`config.mk`:
```
export PLATFORM = sky130hd
export DESIGN_NAME = core_top
export DESIGN_NICKNAME = d
export VERILOG_FILES = /design/src/source/core_pkg.sv /design/src/source/core_exec.sv /design/src/source/core_fetch.sv /design/src/source/core_instr_queue.sv /design/src/source/core_regfile.sv /design/src/source/core_top.sv
export SDC_FILE = /design/constraint.sdc
export NUM_CORES = 2
export LEC_CHECK = 0
export ABC_AREA = 1
export BUFFER_PORTS_ARGS = -buffer_cell sky130_fd_sc_hd__buf_2
export CAP_MARGIN = 20
export CORE_MARGIN = 8
export CORE_UTILIZATION = 45
export DETAILED_ROUTE_END_ITERATION = 10
export PLACE_DENSITY_LB_ADDON = 0.12
export SLEW_MARGIN = 40
export SYNTH_ARGS = -nofsm -noshare
export SYNTH_HDL_FRONTEND = slang
export SYNTH_HIERARCHICAL = 1
export SYNTH_SLANG_ARGS = --single-unit
```
`constraint.sdc`:
```
create_clock -name g_clk -period 8.55 [get_ports g_clk]
set_input_delay 1.71 -clock g_clk [delete_from_list [all_inputs] [get_ports g_clk]]
set_output_delay 1.71 -clock g_clk [all_outputs]
set_load 0.005 [all_outputs]
```
`src/source/core_pkg.sv`:
```
/*
 * Widths, vector types and encodings shared by the core slice.
 * Only the RV32I subset executed by core_exec has opcode constants.
 * QUEUE_DEPTH must stay a power of two so queue pointers wrap freely.
 */
`default_nettype none

package core_pkg;

    // ------------------------------------------------------------
    // Widths and vector types
    // ------------------------------------------------------------

    localparam int XLEN = 32;                         // Data and address width

    typedef logic [XLEN-1:0] word_t;                  // PC, GPR value, instruction
    typedef logic [4:0]      reg_addr_t;              // GPR index

    localparam int QUEUE_DEPTH = 4;                   // Entries, also initial credits

    typedef logic [$clog2(QUEUE_DEPTH)-1:0]   qptr_t;   // Queue slot index
    typedef logic [$clog2(QUEUE_DEPTH+1)-1:0] credit_t; // Counts 0 to QUEUE_DEPTH

    localparam word_t PC_RESET_ADDRESS = 32'h1000_0000; // First fetch after reset

    // ------------------------------------------------------------
    // Major opcodes
    // ------------------------------------------------------------

    localparam logic [6:0] OPC_OP     = 7'b0110011;   // Reg-reg ALU
    localparam logic [6:0] OPC_OP_IMM = 7'b0010011;   // Reg-imm ALU
    localparam logic [6:0] OPC_LUI    = 7'b0110111;   // Load upper immediate
    localparam logic [6:0] OPC_JAL    = 7'b1101111;   // Jump and link
    localparam logic [6:0] OPC_BRANCH = 7'b1100011;   // Conditional branches

    // ------------------------------------------------------------
    // funct3 codes
    // ------------------------------------------------------------

    localparam logic [2:0] F3_ADD_SUB = 3'b000;       // ADD, SUB, ADDI
    localparam logic [2:0] F3_XOR     = 3'b100;
    localparam logic [2:0] F3_OR      = 3'b110;
    localparam logic [2:0] F3_AND     = 3'b111;
    localparam logic [2:0] F3_BEQ     = 3'b000;
    localparam logic [2:0] F3_BNE     = 3'b001;

endpackage

`default_nettype wire

```
`src/source/core_exec.sv`:
```
/*
 * Decode, execute and writeback of the RV32I subset, one per cycle.
 * Never stalls. Unknown encodings retire without a register write.
 * Trace and writeback outputs appear one cycle after the pop.
 */
`timescale 1ns/1ps
`default_nettype none

module core_exec import core_pkg::*; (
    input  wire        g_clk,          // Core clock
    input  wire        rst_n,          // Async active low reset
    input  wire        head_valid,     // Queue head present
    input  wire word_t head_instr,     // Instruction to execute
    input  wire word_t head_pc,        // Its PC
    output logic       pop,            // Consume queue head
    output logic       credit_return,  // Slot freed on sequential pop
    output logic       cf_valid,       // Taken jump or branch
    output word_t      cf_target,      // Its destination
    output logic       trs_valid,      // Retired instruction trace
    output word_t      trs_instr,
    output word_t      trs_pc,
    output logic       rd_wen,         // Register write of that instruction
    output reg_addr_t  rd_addr,
    output word_t      rd_wdata
);

    logic [6:0] opcode;
    logic [2:0] funct3;
    logic [6:0] funct7;
    reg_addr_t  rd;
    reg_addr_t  rs1;
    reg_addr_t  rs2;
    word_t      rs1_data;
    word_t      rs2_data;
    word_t      imm_i;
    word_t      imm_u;
    word_t      imm_j;
    word_t      imm_b;
    word_t      result;                // Value for rd
    logic       writes_rd;             // Supported op with a destination
    logic       taken;                 // Jump or branch redirects
    logic       wen;                   // GPR write this cycle

    // ------------------------------------------------------------
    // Field and immediate decode
    // ------------------------------------------------------------

    assign opcode = head_instr[6:0];
    assign rd     = head_instr[11:7];
    assign funct3 = head_instr[14:12];
    assign rs1    = head_instr[19:15];
    assign rs2    = head_instr[24:20];
    assign funct7 = head_instr[31:25];

    assign imm_i = {{20{head_instr[31]}}, head_instr[31:20]};
    assign imm_u = {head_instr[31:12], 12'b0};
    assign imm_j = {{12{head_instr[31]}}, head_instr[19:12], head_instr[20],
                    head_instr[30:21], 1'b0};
    assign imm_b = {{20{head_instr[31]}}, head_instr[7], head_instr[30:25],
                    head_instr[11:8], 1'b0};

    // ------------------------------------------------------------
    // ALU and branch unit
    // ------------------------------------------------------------

    always_comb begin
        result    = '0;
        writes_rd = 1'b0;
        taken     = 1'b0;
        cf_target = head_pc + imm_b;   // Branch target unless JAL
        case (opcode)
            OPC_OP: begin
                // Only funct7 zero, or SUB with bit 30 set
                writes_rd = (funct7 == 7'b0) ||
                            (funct7 == 7'b0100000 && funct3 == F3_ADD_SUB);
                case (funct3)
                    F3_ADD_SUB: result = funct7[5] ? rs1_data - rs2_data
                                                   : rs1_data + rs2_data;
                    F3_XOR:     result = rs1_data ^ rs2_data;
                    F3_OR:      result = rs1_data | rs2_data;
                    F3_AND:     result = rs1_data & rs2_data;
                    default:    writes_rd = 1'b0;  // Shifts, compares
                endcase
            end
            OPC_OP_IMM: begin
                writes_rd = 1'b1;
                case (funct3)
                    F3_ADD_SUB: result = rs1_data + imm_i;
                    F3_XOR:     result = rs1_data ^ imm_i;
                    F3_OR:      result = rs1_data | imm_i;
                    F3_AND:     result = rs1_data & imm_i;
                    default:    writes_rd = 1'b0;
                endcase
            end
            OPC_LUI: begin
                writes_rd = 1'b1;
                result    = imm_u;
            end
            OPC_JAL: begin
                writes_rd = 1'b1;
                result    = head_pc + 32'd4;   // Link address
                taken     = 1'b1;
                cf_target = head_pc + imm_j;
            end
            OPC_BRANCH: begin
                case (funct3)
                    F3_BEQ:  taken = (rs1_data == rs2_data);
                    F3_BNE:  taken = (rs1_data != rs2_data);
                    default: taken = 1'b0;     // Other compares not handled
                endcase
            end
            default: writes_rd = 1'b0;         // Retires as a no-op
        endcase
    end

    assign pop           = head_valid;         // Never stalls
    assign cf_valid      = pop && taken;
    assign credit_return = pop && !taken;      // Redirect refills fetch credits
    assign wen           = pop && writes_rd && (rd != '0);

    core_regfile i_core_regfile (
        .g_clk    (g_clk   ),
        .rst_n    (rst_n   ),
        .rs1_addr (rs1     ),
        .rs2_addr (rs2     ),
        .wen      (wen     ),
        .waddr    (rd      ),
        .wdata    (result  ),
        .rs1_data (rs1_data),
        .rs2_data (rs2_data)
    );

    // ------------------------------------------------------------
    // Trace and writeback registers
    // ------------------------------------------------------------

    always_ff @(posedge g_clk or negedge rst_n) begin
        if (!rst_n) begin
            trs_valid <= 1'b0;
            rd_wen    <= 1'b0;
        end else begin
            trs_valid <= pop;
            rd_wen    <= wen;                  // Low for x0 targets
        end
    end

    always_ff @(posedge g_clk) begin
        if (pop) begin
            trs_instr <= head_instr;
            trs_pc    <= head_pc;
            rd_addr   <= rd;
            rd_wdata  <= result;
        end
    end

endmodule

`default_nettype wire

```
`src/source/core_fetch.sv`:
```
/*
 * Instruction fetch with credit based flow control into the queue.
 * A request keeps its address until granted unless execute redirects.
 * Bus errors are not observed, so an erroring fetch pushes its rdata.
 */
`timescale 1ns/1ps
`default_nettype none

module core_fetch import core_pkg::*; (
    input  wire        g_clk,          // Core clock
    input  wire        rst_n,          // Async active low reset
    input  wire        imem_gnt,       // Word delivered this cycle
    input  wire word_t imem_rdata,     // Fetched word
    input  wire        cf_valid,       // Redirect from execute
    input  wire word_t cf_target,      // Redirect address
    input  wire        credit_return,  // One queue slot freed
    output logic       imem_req,       // Fetch request
    output word_t      imem_addr,      // Word aligned fetch address
    output logic       push,           // Write word into queue
    output word_t      push_instr,     // Word being pushed
    output word_t      push_pc         // PC of that word
);

    credit_t credits;                  // Free queue slots
    credit_t credits_nxt;
    word_t   pc;                       // Address of the word being fetched

    assign imem_addr  = pc;
    assign push_instr = imem_rdata;    // Queue captures the word at the grant edge
    assign push_pc    = pc;

    // Grant in a redirect cycle belongs to the old path and is dropped
    assign push = imem_req && imem_gnt && !cf_valid && (credits != '0);

    // ------------------------------------------------------------
    // Credit counter
    // ------------------------------------------------------------

    always_comb begin
        credits_nxt = credits;
        if (cf_valid) begin
            credits_nxt = credit_t'(QUEUE_DEPTH);  // Queue empties on the same edge
        end else begin
            case ({push, credit_return})
                2'b10:   credits_nxt = credits - 1'b1;  // Slot taken
                2'b01:   credits_nxt = credits + 1'b1;  // Slot given back
                default: credits_nxt = credits;         // Idle, or both cancel
            endcase
        end
    end

    // ------------------------------------------------------------
    // PC and request
    // ------------------------------------------------------------

    always_ff @(posedge g_clk or negedge rst_n) begin
        if (!rst_n) begin
            credits  <= credit_t'(QUEUE_DEPTH);
            imem_req <= 1'b0;                       // First request one cycle after reset
            pc       <= PC_RESET_ADDRESS;
        end else begin
            credits  <= credits_nxt;
            imem_req <= (credits_nxt != '0);        // Ask whenever a slot is free
            if (cf_valid) begin
                pc <= cf_target;
            end else if (push) begin
                pc <= pc + 32'd4;                   // Next sequential word
            end
        end
    end

endmodule

`default_nettype wire

```
`src/source/core_instr_queue.sv`:
```
/*
 * Circular FIFO of instruction and PC pairs between fetch and execute.
 * No full flag. Fetch credits keep pushes within QUEUE_DEPTH.
 * Pop must only be raised while head_valid is high.
 */
`timescale 1ns/1ps
`default_nettype none

module core_instr_queue import core_pkg::*; (
    input  wire        g_clk,          // Core clock
    input  wire        rst_n,          // Async active low reset
    input  wire        push,           // Enqueue from fetch
    input  wire word_t push_instr,     // Word to store
    input  wire word_t push_pc,        // Its PC
    input  wire        pop,            // Dequeue by execute
    input  wire        flush,          // Control flow change, drop all
    output logic       head_valid,     // Head entry present
    output word_t      head_instr,     // Oldest word
    output word_t      head_pc         // Oldest PC
);

    word_t   instr_mem [QUEUE_DEPTH];  // Instruction words
    word_t   pc_mem    [QUEUE_DEPTH];  // Matching PCs
    qptr_t   wr_ptr;                   // Next slot to fill
    qptr_t   rd_ptr;                   // Current head slot
    credit_t count;                    // Occupancy

    assign head_valid = (count != '0);
    assign head_instr = instr_mem[rd_ptr];
    assign head_pc    = pc_mem[rd_ptr];

    // Storage
    always_ff @(posedge g_clk) begin
        if (push) begin
            instr_mem[wr_ptr] <= push_instr;
            pc_mem[wr_ptr]    <= push_pc;
        end
    end

    // ------------------------------------------------------------
    // Pointers and occupancy
    // ------------------------------------------------------------

    always_ff @(posedge g_clk or negedge rst_n) begin
        if (!rst_n) begin
            wr_ptr <= '0;
            rd_ptr <= '0;
            count  <= '0;
        end else if (flush) begin
            wr_ptr <= '0;                      // Everything queued is wrong path
            rd_ptr <= '0;
            count  <= '0;
        end else begin
            if (push) begin
                wr_ptr <= wr_ptr + 1'b1;       // Wraps at QUEUE_DEPTH
            end
            if (pop) begin
                rd_ptr <= rd_ptr + 1'b1;
            end
            case ({push, pop})
                2'b10:   count <= count + 1'b1;
                2'b01:   count <= count - 1'b1;
                default: count <= count;       // Push and pop together hold
            endcase
        end
    end

endmodule

`default_nettype wire

```
`src/source/core_regfile.sv`:
```
/*
 * 32 x XLEN register file, two combinational reads, one write port.
 * x0 ignores writes and always reads zero.
 */
`timescale 1ns/1ps
`default_nettype none

module core_regfile import core_pkg::*; (
    input  wire            g_clk,      // Core clock
    input  wire            rst_n,      // Async active low reset
    input  wire reg_addr_t rs1_addr,   // Read port 1 index
    input  wire reg_addr_t rs2_addr,   // Read port 2 index
    input  wire            wen,        // Write enable
    input  wire reg_addr_t waddr,      // Write index
    input  wire word_t     wdata,      // Write value
    output word_t          rs1_data,   // Read port 1 value
    output word_t          rs2_data    // Read port 2 value
);

    word_t regs [32];                  // Architectural GPRs

    assign rs1_data = (rs1_addr == '0) ? '0 : regs[rs1_addr];
    assign rs2_data = (rs2_addr == '0) ? '0 : regs[rs2_addr];

    always_ff @(posedge g_clk or negedge rst_n) begin
        if (!rst_n) begin
            for (int i = 0; i < 32; i++) begin
                regs[i] <= '0;
            end
        end else if (wen && (waddr != '0)) begin
            regs[waddr] <= wdata;      // Visible to the next pop
        end
    end

endmodule

`default_nettype wire

```
`src/source/core_top.sv`:
```
/*
 * Core slice top level. Fetch, instruction queue and execute.
 * imem_err is accepted but ignored since traps are not supported.
 */
`timescale 1ns/1ps
`default_nettype none

module core_top import core_pkg::*; (
    input  wire            g_clk,       // Core clock
    input  wire            rst_n,       // Async active low reset
    output wire            imem_req,    // Instruction fetch request
    output wire word_t     imem_addr,   // Fetch address
    input  wire            imem_gnt,    // Fetch completes
    input  wire            imem_err,    // Fetch error, unused
    input  wire word_t     imem_rdata,  // Fetched word
    output wire            trs_valid,   // Instruction retired
    output wire word_t     trs_instr,   // Retired word
    output wire word_t     trs_pc,      // Retired PC
    output wire            rd_wen,      // GPR write of retired instruction
    output wire reg_addr_t rd_addr,
    output wire word_t     rd_wdata
);

    // ------------------------------------------------------------
    // Inter-block wiring
    // ------------------------------------------------------------

    logic  push;                        // Fetch to queue
    word_t push_instr;
    word_t push_pc;
    logic  head_valid;                  // Queue to execute
    word_t head_instr;
    word_t head_pc;
    logic  pop;                         // Execute back to queue
    logic  credit_return;               // Execute back to fetch
    logic  cf_valid;                    // Redirect and flush
    word_t cf_target;

    core_fetch i_core_fetch (
        .g_clk         (g_clk        ),
        .rst_n         (rst_n        ),
        .imem_gnt      (imem_gnt     ),
        .imem_rdata    (imem_rdata   ),
        .cf_valid      (cf_valid     ),
        .cf_target     (cf_target    ),
        .credit_return (credit_return),
        .imem_req      (imem_req     ),
        .imem_addr     (imem_addr    ),
        .push          (push         ),
        .push_instr    (push_instr   ),
        .push_pc       (push_pc      )
    );

    core_instr_queue i_core_instr_queue (
        .g_clk      (g_clk     ),
        .rst_n      (rst_n     ),
        .push       (push      ),
        .push_instr (push_instr),
        .push_pc    (push_pc   ),
        .pop        (pop       ),
        .flush      (cf_valid  ),       // Taken control flow drops the queue
        .head_valid (head_valid),
        .head_instr (head_instr),
        .head_pc    (head_pc   )
    );

    core_exec i_core_exec (
        .g_clk         (g_clk        ),
        .rst_n         (rst_n        ),
        .head_valid    (head_valid   ),
        .head_instr    (head_instr   ),
        .head_pc       (head_pc      ),
        .pop           (pop          ),
        .credit_return (credit_return),
        .cf_valid      (cf_valid     ),
        .cf_target     (cf_target    ),
        .trs_valid     (trs_valid    ),
        .trs_instr     (trs_instr    ),
        .trs_pc        (trs_pc       ),
        .rd_wen        (rd_wen       ),
        .rd_addr       (rd_addr      ),
        .rd_wdata      (rd_wdata     )
    );

endmodule

`default_nettype wire

```
==> impl.org <==
** Outcome
- The flow ran to the end, and the final reports show no timing, DRC or antenna violations.

** Route
- In the final routed layout, each cell accounts on average for 24.4 um.
- DRT iter0 DRCs :: about 10000
- Routed length on met3 :: 30800 um
- M1 wire length :: 145000 um
- The routed layout has about 84000 vias.
- First drt pass iteration count :: 8
- Via density per instance :: 5.82
- Routed Wire Length :: 350000 um
- Metal2 WL :: 153000 um
- In this run the remaining antenna-violating nets after routing total 0.
- Remaining design rule violation count :: 0
- Routed signal wires occupy layers up through met5.

** Synthesis
- Of the total synthesized cell area, the portion taken by full adders, half adders and majority gates is 0.0299.
- Measured against the total synthesized area, the mux share comes to 0.
- Of all flip-flops after synthesis, the portion carrying an async set or reset was 0.752.
- Among all flip-flop cells after synthesis, the most frequent one is dfrtp_1.
- Counting every instance in the synthesized netlist gives between 10000 and 15000.
- A synthesized cell averages 7.20 um2.
- Count of distinct cell types in the synthesized netlist :: 63
- After synthesis, the most frequently instantiated cells are 4264 x nand2_1, 1595 x nand3_1, 1067 x dfrtp_1.
- Of the total synthesized cell area, the portion taken by AND, OR, NAND and NOR gates is 0.333.
- After synthesis, the largest family of logic cells by area is simple AND/OR/NAND/NOR gates.
- Complex-gate fraction of the synthesized area :: 0.119
- Xor and xnor area share after synthesis :: 0.00620
- Sequential-to-total area share from yosys stat :: 0.433
- Fraction of post-synthesis cell area in the top cell type by area :: 0.310
- Total number of yosys warnings :: 6
- Synth area leaders :: dfrtp_1 31%, nand2_1 19%, edfxtp_1 12%
- Counting flops with a built-in enable in the synthesized netlist gives 352.
- Post-synthesis cell area :: 86100 um2
- When the netlist entered floorplanning its net count stood at 12200.
- Cell with the most instances after synthesis :: nand2_1
- Counting flops and latches in the post-synthesis netlist gives 1421.
- dfrtp_1 takes more of the synthesized area than any other cell.

** CTS
- TritonCTS built the clock tree.
- CTS placed an instance of clkbuf_16 at the clock tree root.
- Number of setup buffers added after CTS :: 0
- Clock tree synthesis inserted a total of 162 buffers.
- Hold buffers post-CTS :: 0
- The H-tree was split into 4 levels.
- Clk_lat worst skew :: 0.85 ns
- Post-CTS repair changed the size of 0 cells.
- The longest clock path from root to sink contains 3 buffers.
- The clock net in this run drives a total of around 1400 sinks.
- After clock tree synthesis, the clock-pin slew on the worst setup and hold paths is 0.06 ns.

** Floorplan
- Die span in y :: 453 um
- The initial utilization of the core area, before any placement, comes to 0.453.
- In this run the standard cell core region covers 190000 um2.
- Overall die width :: 453 um
- In this run the count of I/O pins placed on the die edge is roughly 170.
- Number of rows in the core area :: 160
- The die covers 206000 um2.

** Global route
- The initial antenna violation count is 15.
- Maximum number of pins on one net before global-route repair :: 148
- GRT Residual Overflow :: 0
- Across every metal layer, demand over resource in global routing totals 0.330.
- Global-route wire length before repair :: 517000 um
- The number of global-route vias before repair is between 70000 and 80000.

** Min path
- Min-Delay Path Class :: reg2reg
- HP Start :: i_core_exec/i_core_regfile/regs[1013]

** Cells and area
- Summing all multi-input logic gate instances after layout gives 42600 um2.
- Excluding fillers, the count of instances in the completed layout stands at 14400.
- Relative to the synthesized area, the layout overhead comes to 10.5%.
- For this run, the post-layout net count is 11900.
- Layout cells sized above 1 :: 0.0919
- Number of fill cells :: between 15000 and 20000
- Sequential cell area :: 37300 um2

** Setup path
- STA classifies the critical path endpoint as a flip-flop.
- Data arrival, critical path :: ~8.6 ns
- In this run the critical register-to-register path is launched from i_core_instr_queue/rd_ptr[0].
- Startpoint class of the critical path :: flip-flop
- Cell with the largest stage delay on the worst path :: dfrtp_4
- The critical path in this run is classified as reg2reg.
- Of all nets on the critical path, the largest fanout is 59.
- The critical path starts at i_core_instr_queue/rd_ptr[0].
- For the worst setup path, the data required time is 9.28 ns.
- Most frequent cell on the critical path :: nor2_1
- Delay of the slowest cell on the worst path :: 0.68 ns

** Placed design
- The wire-length estimate of the detail-placed layout is 222000 um.
- Dpl cells :: approximately 14000
- Input and output buffers added on the ports amount to 170.
- Routability-driven placement finished with a final weighted congestion of 0.994.

** Timing
- Based on the critical path, the design can be clocked at up to between 100 and 150 MHz.
- Part of the cycle the worst path needs :: 0.918
- Subtracting the final worst setup slack from the clock period gives 7.85 ns.
- The number of pins with negative max-slew slack in the final report was 0.
- In this run the tightest slew margin relative to its limit is 0.387.
- Endpoints failing hold :: 0
- Final setup violation count :: 0
- Between clock sinks in the finished design, the worst skew comes to 0.0514 ns.
- Final-layout setup total negative slack :: 0 ns
- For the pin with the worst max-slew slack, the measured transition is 0.919 ns.
- RSZ-0062 raised after global routing :: no

** Flow run
- Max-Cap Viols :: 0
==> sequential cells by signal, summed over array words and instances, names as in the netlist, 2 cells and up <==
| register | flops |
|---|---|
| i_core_instr_queue/pc_mem | 128 |
| i_core_instr_queue/count | 3 |
| i_core_exec/rd_wdata | 32 |
| i_core_exec/trs_instr | 32 |
| i_core_instr_queue/instr_mem | 128 |
| i_core_instr_queue/rd_ptr | 2 |
| i_core_fetch/imem_addr | 32 |
| i_core_fetch/credits | 3 |
| i_core_exec/i_core_regfile/regs | 1024 |
| i_core_instr_queue/wr_ptr | 2 |
| i_core_exec/trs_pc | 32 |
==> cell usage in the layout (no fill, tap or decap), types with 12 or more instances in the layout <==
master     netlist  final
clkbuf_16        0    164
inv_2           18     23
a21oi_1        329    328
nor3_1          45     44
bufinv_16        0     18
nor2_1         849    844
nand3_1       1595   1593
xor2_1          52     52
nand3b_1        13     13
nand4_1         40     40
dfrtp_1       1067   1065
nand2_4         11     16
o211ai_1        12     12
clkinv_2         0     21
clkbuf_1       544     35
ha_1           196    196
buf_2          158    169
o22ai_4          0     12
clkbuf_8         2     34
edfxtp_1       352    352
a21oi_2         95     95
inv_1          520    509
o21bai_1        17     17
o21ai_2         65     65
o21ai_0        957    956
diode_2          0     16
clkinv_1         4     12
buf_12           0     57
nand2_8          0     13
buf_4           86    280
nand2_1       4264   4263
o22ai_1         77     59
o21ai_1        272    273
==> layout make-up <==
cell class	instances	share of cell area
diodes	16	0.000421
multi-input cells	9048	0.448
flip-flops and latches	1421	0.392
clock buffers	233	0.0494
inverters	546	0.0221
well taps	2511	0.0330
clock inverters	67	0.0100
repair buffers	518	0.0451
==> kinds of logic after synthesis <==
logic type	after synthesis
adders and majority gates	202
DFF	1421
buffers and inverters	1487
and+or+nand+nor	6912
xor gates and xnor gates	61
AOI/OAI and AO/OA	1873
==> worst paths after layout <==
check / to / slack [ns] / cells past startpoint
worst max register to register: i_core_instr_queue/count[2] / 0.70 / 34
worst max-delay path: i_core_instr_queue/count[2] / 0.70 / 34
worst min register to register: i_core_exec/i_core_regfile/regs[1013] / 0.40 / 0
min in group asynchronous: i_core_exec/i_core_regfile/regs[243] / 0.79 / 1
worst min-delay path: i_core_exec/i_core_regfile/regs[1013] / 0.40 / 0
max in group asynchronous: i_core_exec/i_core_regfile/regs[641] / 5.86 / 4
==> worst max-delay path: cells and delay by family, from the launching register on <==
family                     cells  cell delay, ns
AOI/OAI and AO/OA              6            1.52
adders and majority gates      2            0.90
buffers and inverters          9            2.10
DFF                            1            0.68
and+or+nand+nor               17            2.44
==> layer usage <==
| layer | vias to the layer above | GRT usage |
|---|---|---|
| met2 | 4156 | 0.505 |
| met1 | 40000 | 0.447 |
| li1 | 38500 | - |
| met3 | 904 | 0.0570 |
| met4 | 6 | 0.176 |
| met5 | - | 0 |
==> through the flow <==
step / area [um2] / util / setup slack, ns / hold slack, ns
floorplan: 86100 / - / 1.97 / 0.442
finish: 95100 / 0.500 / 0.698 / 0.400
detailed placement: 89400 / 0.470 / 0.788 / 0.390
CTS: 95000 / 0.500 / 0.767 / 0.403
global route: 95100 / 0.500 / 0.0965 / 0.414
global placement: 89100 / 0.469 / 0.837 / 0.385
Power is not shown: default switching activity piles up to over one toggle a cycle in this logic, so the estimate is an artifact.
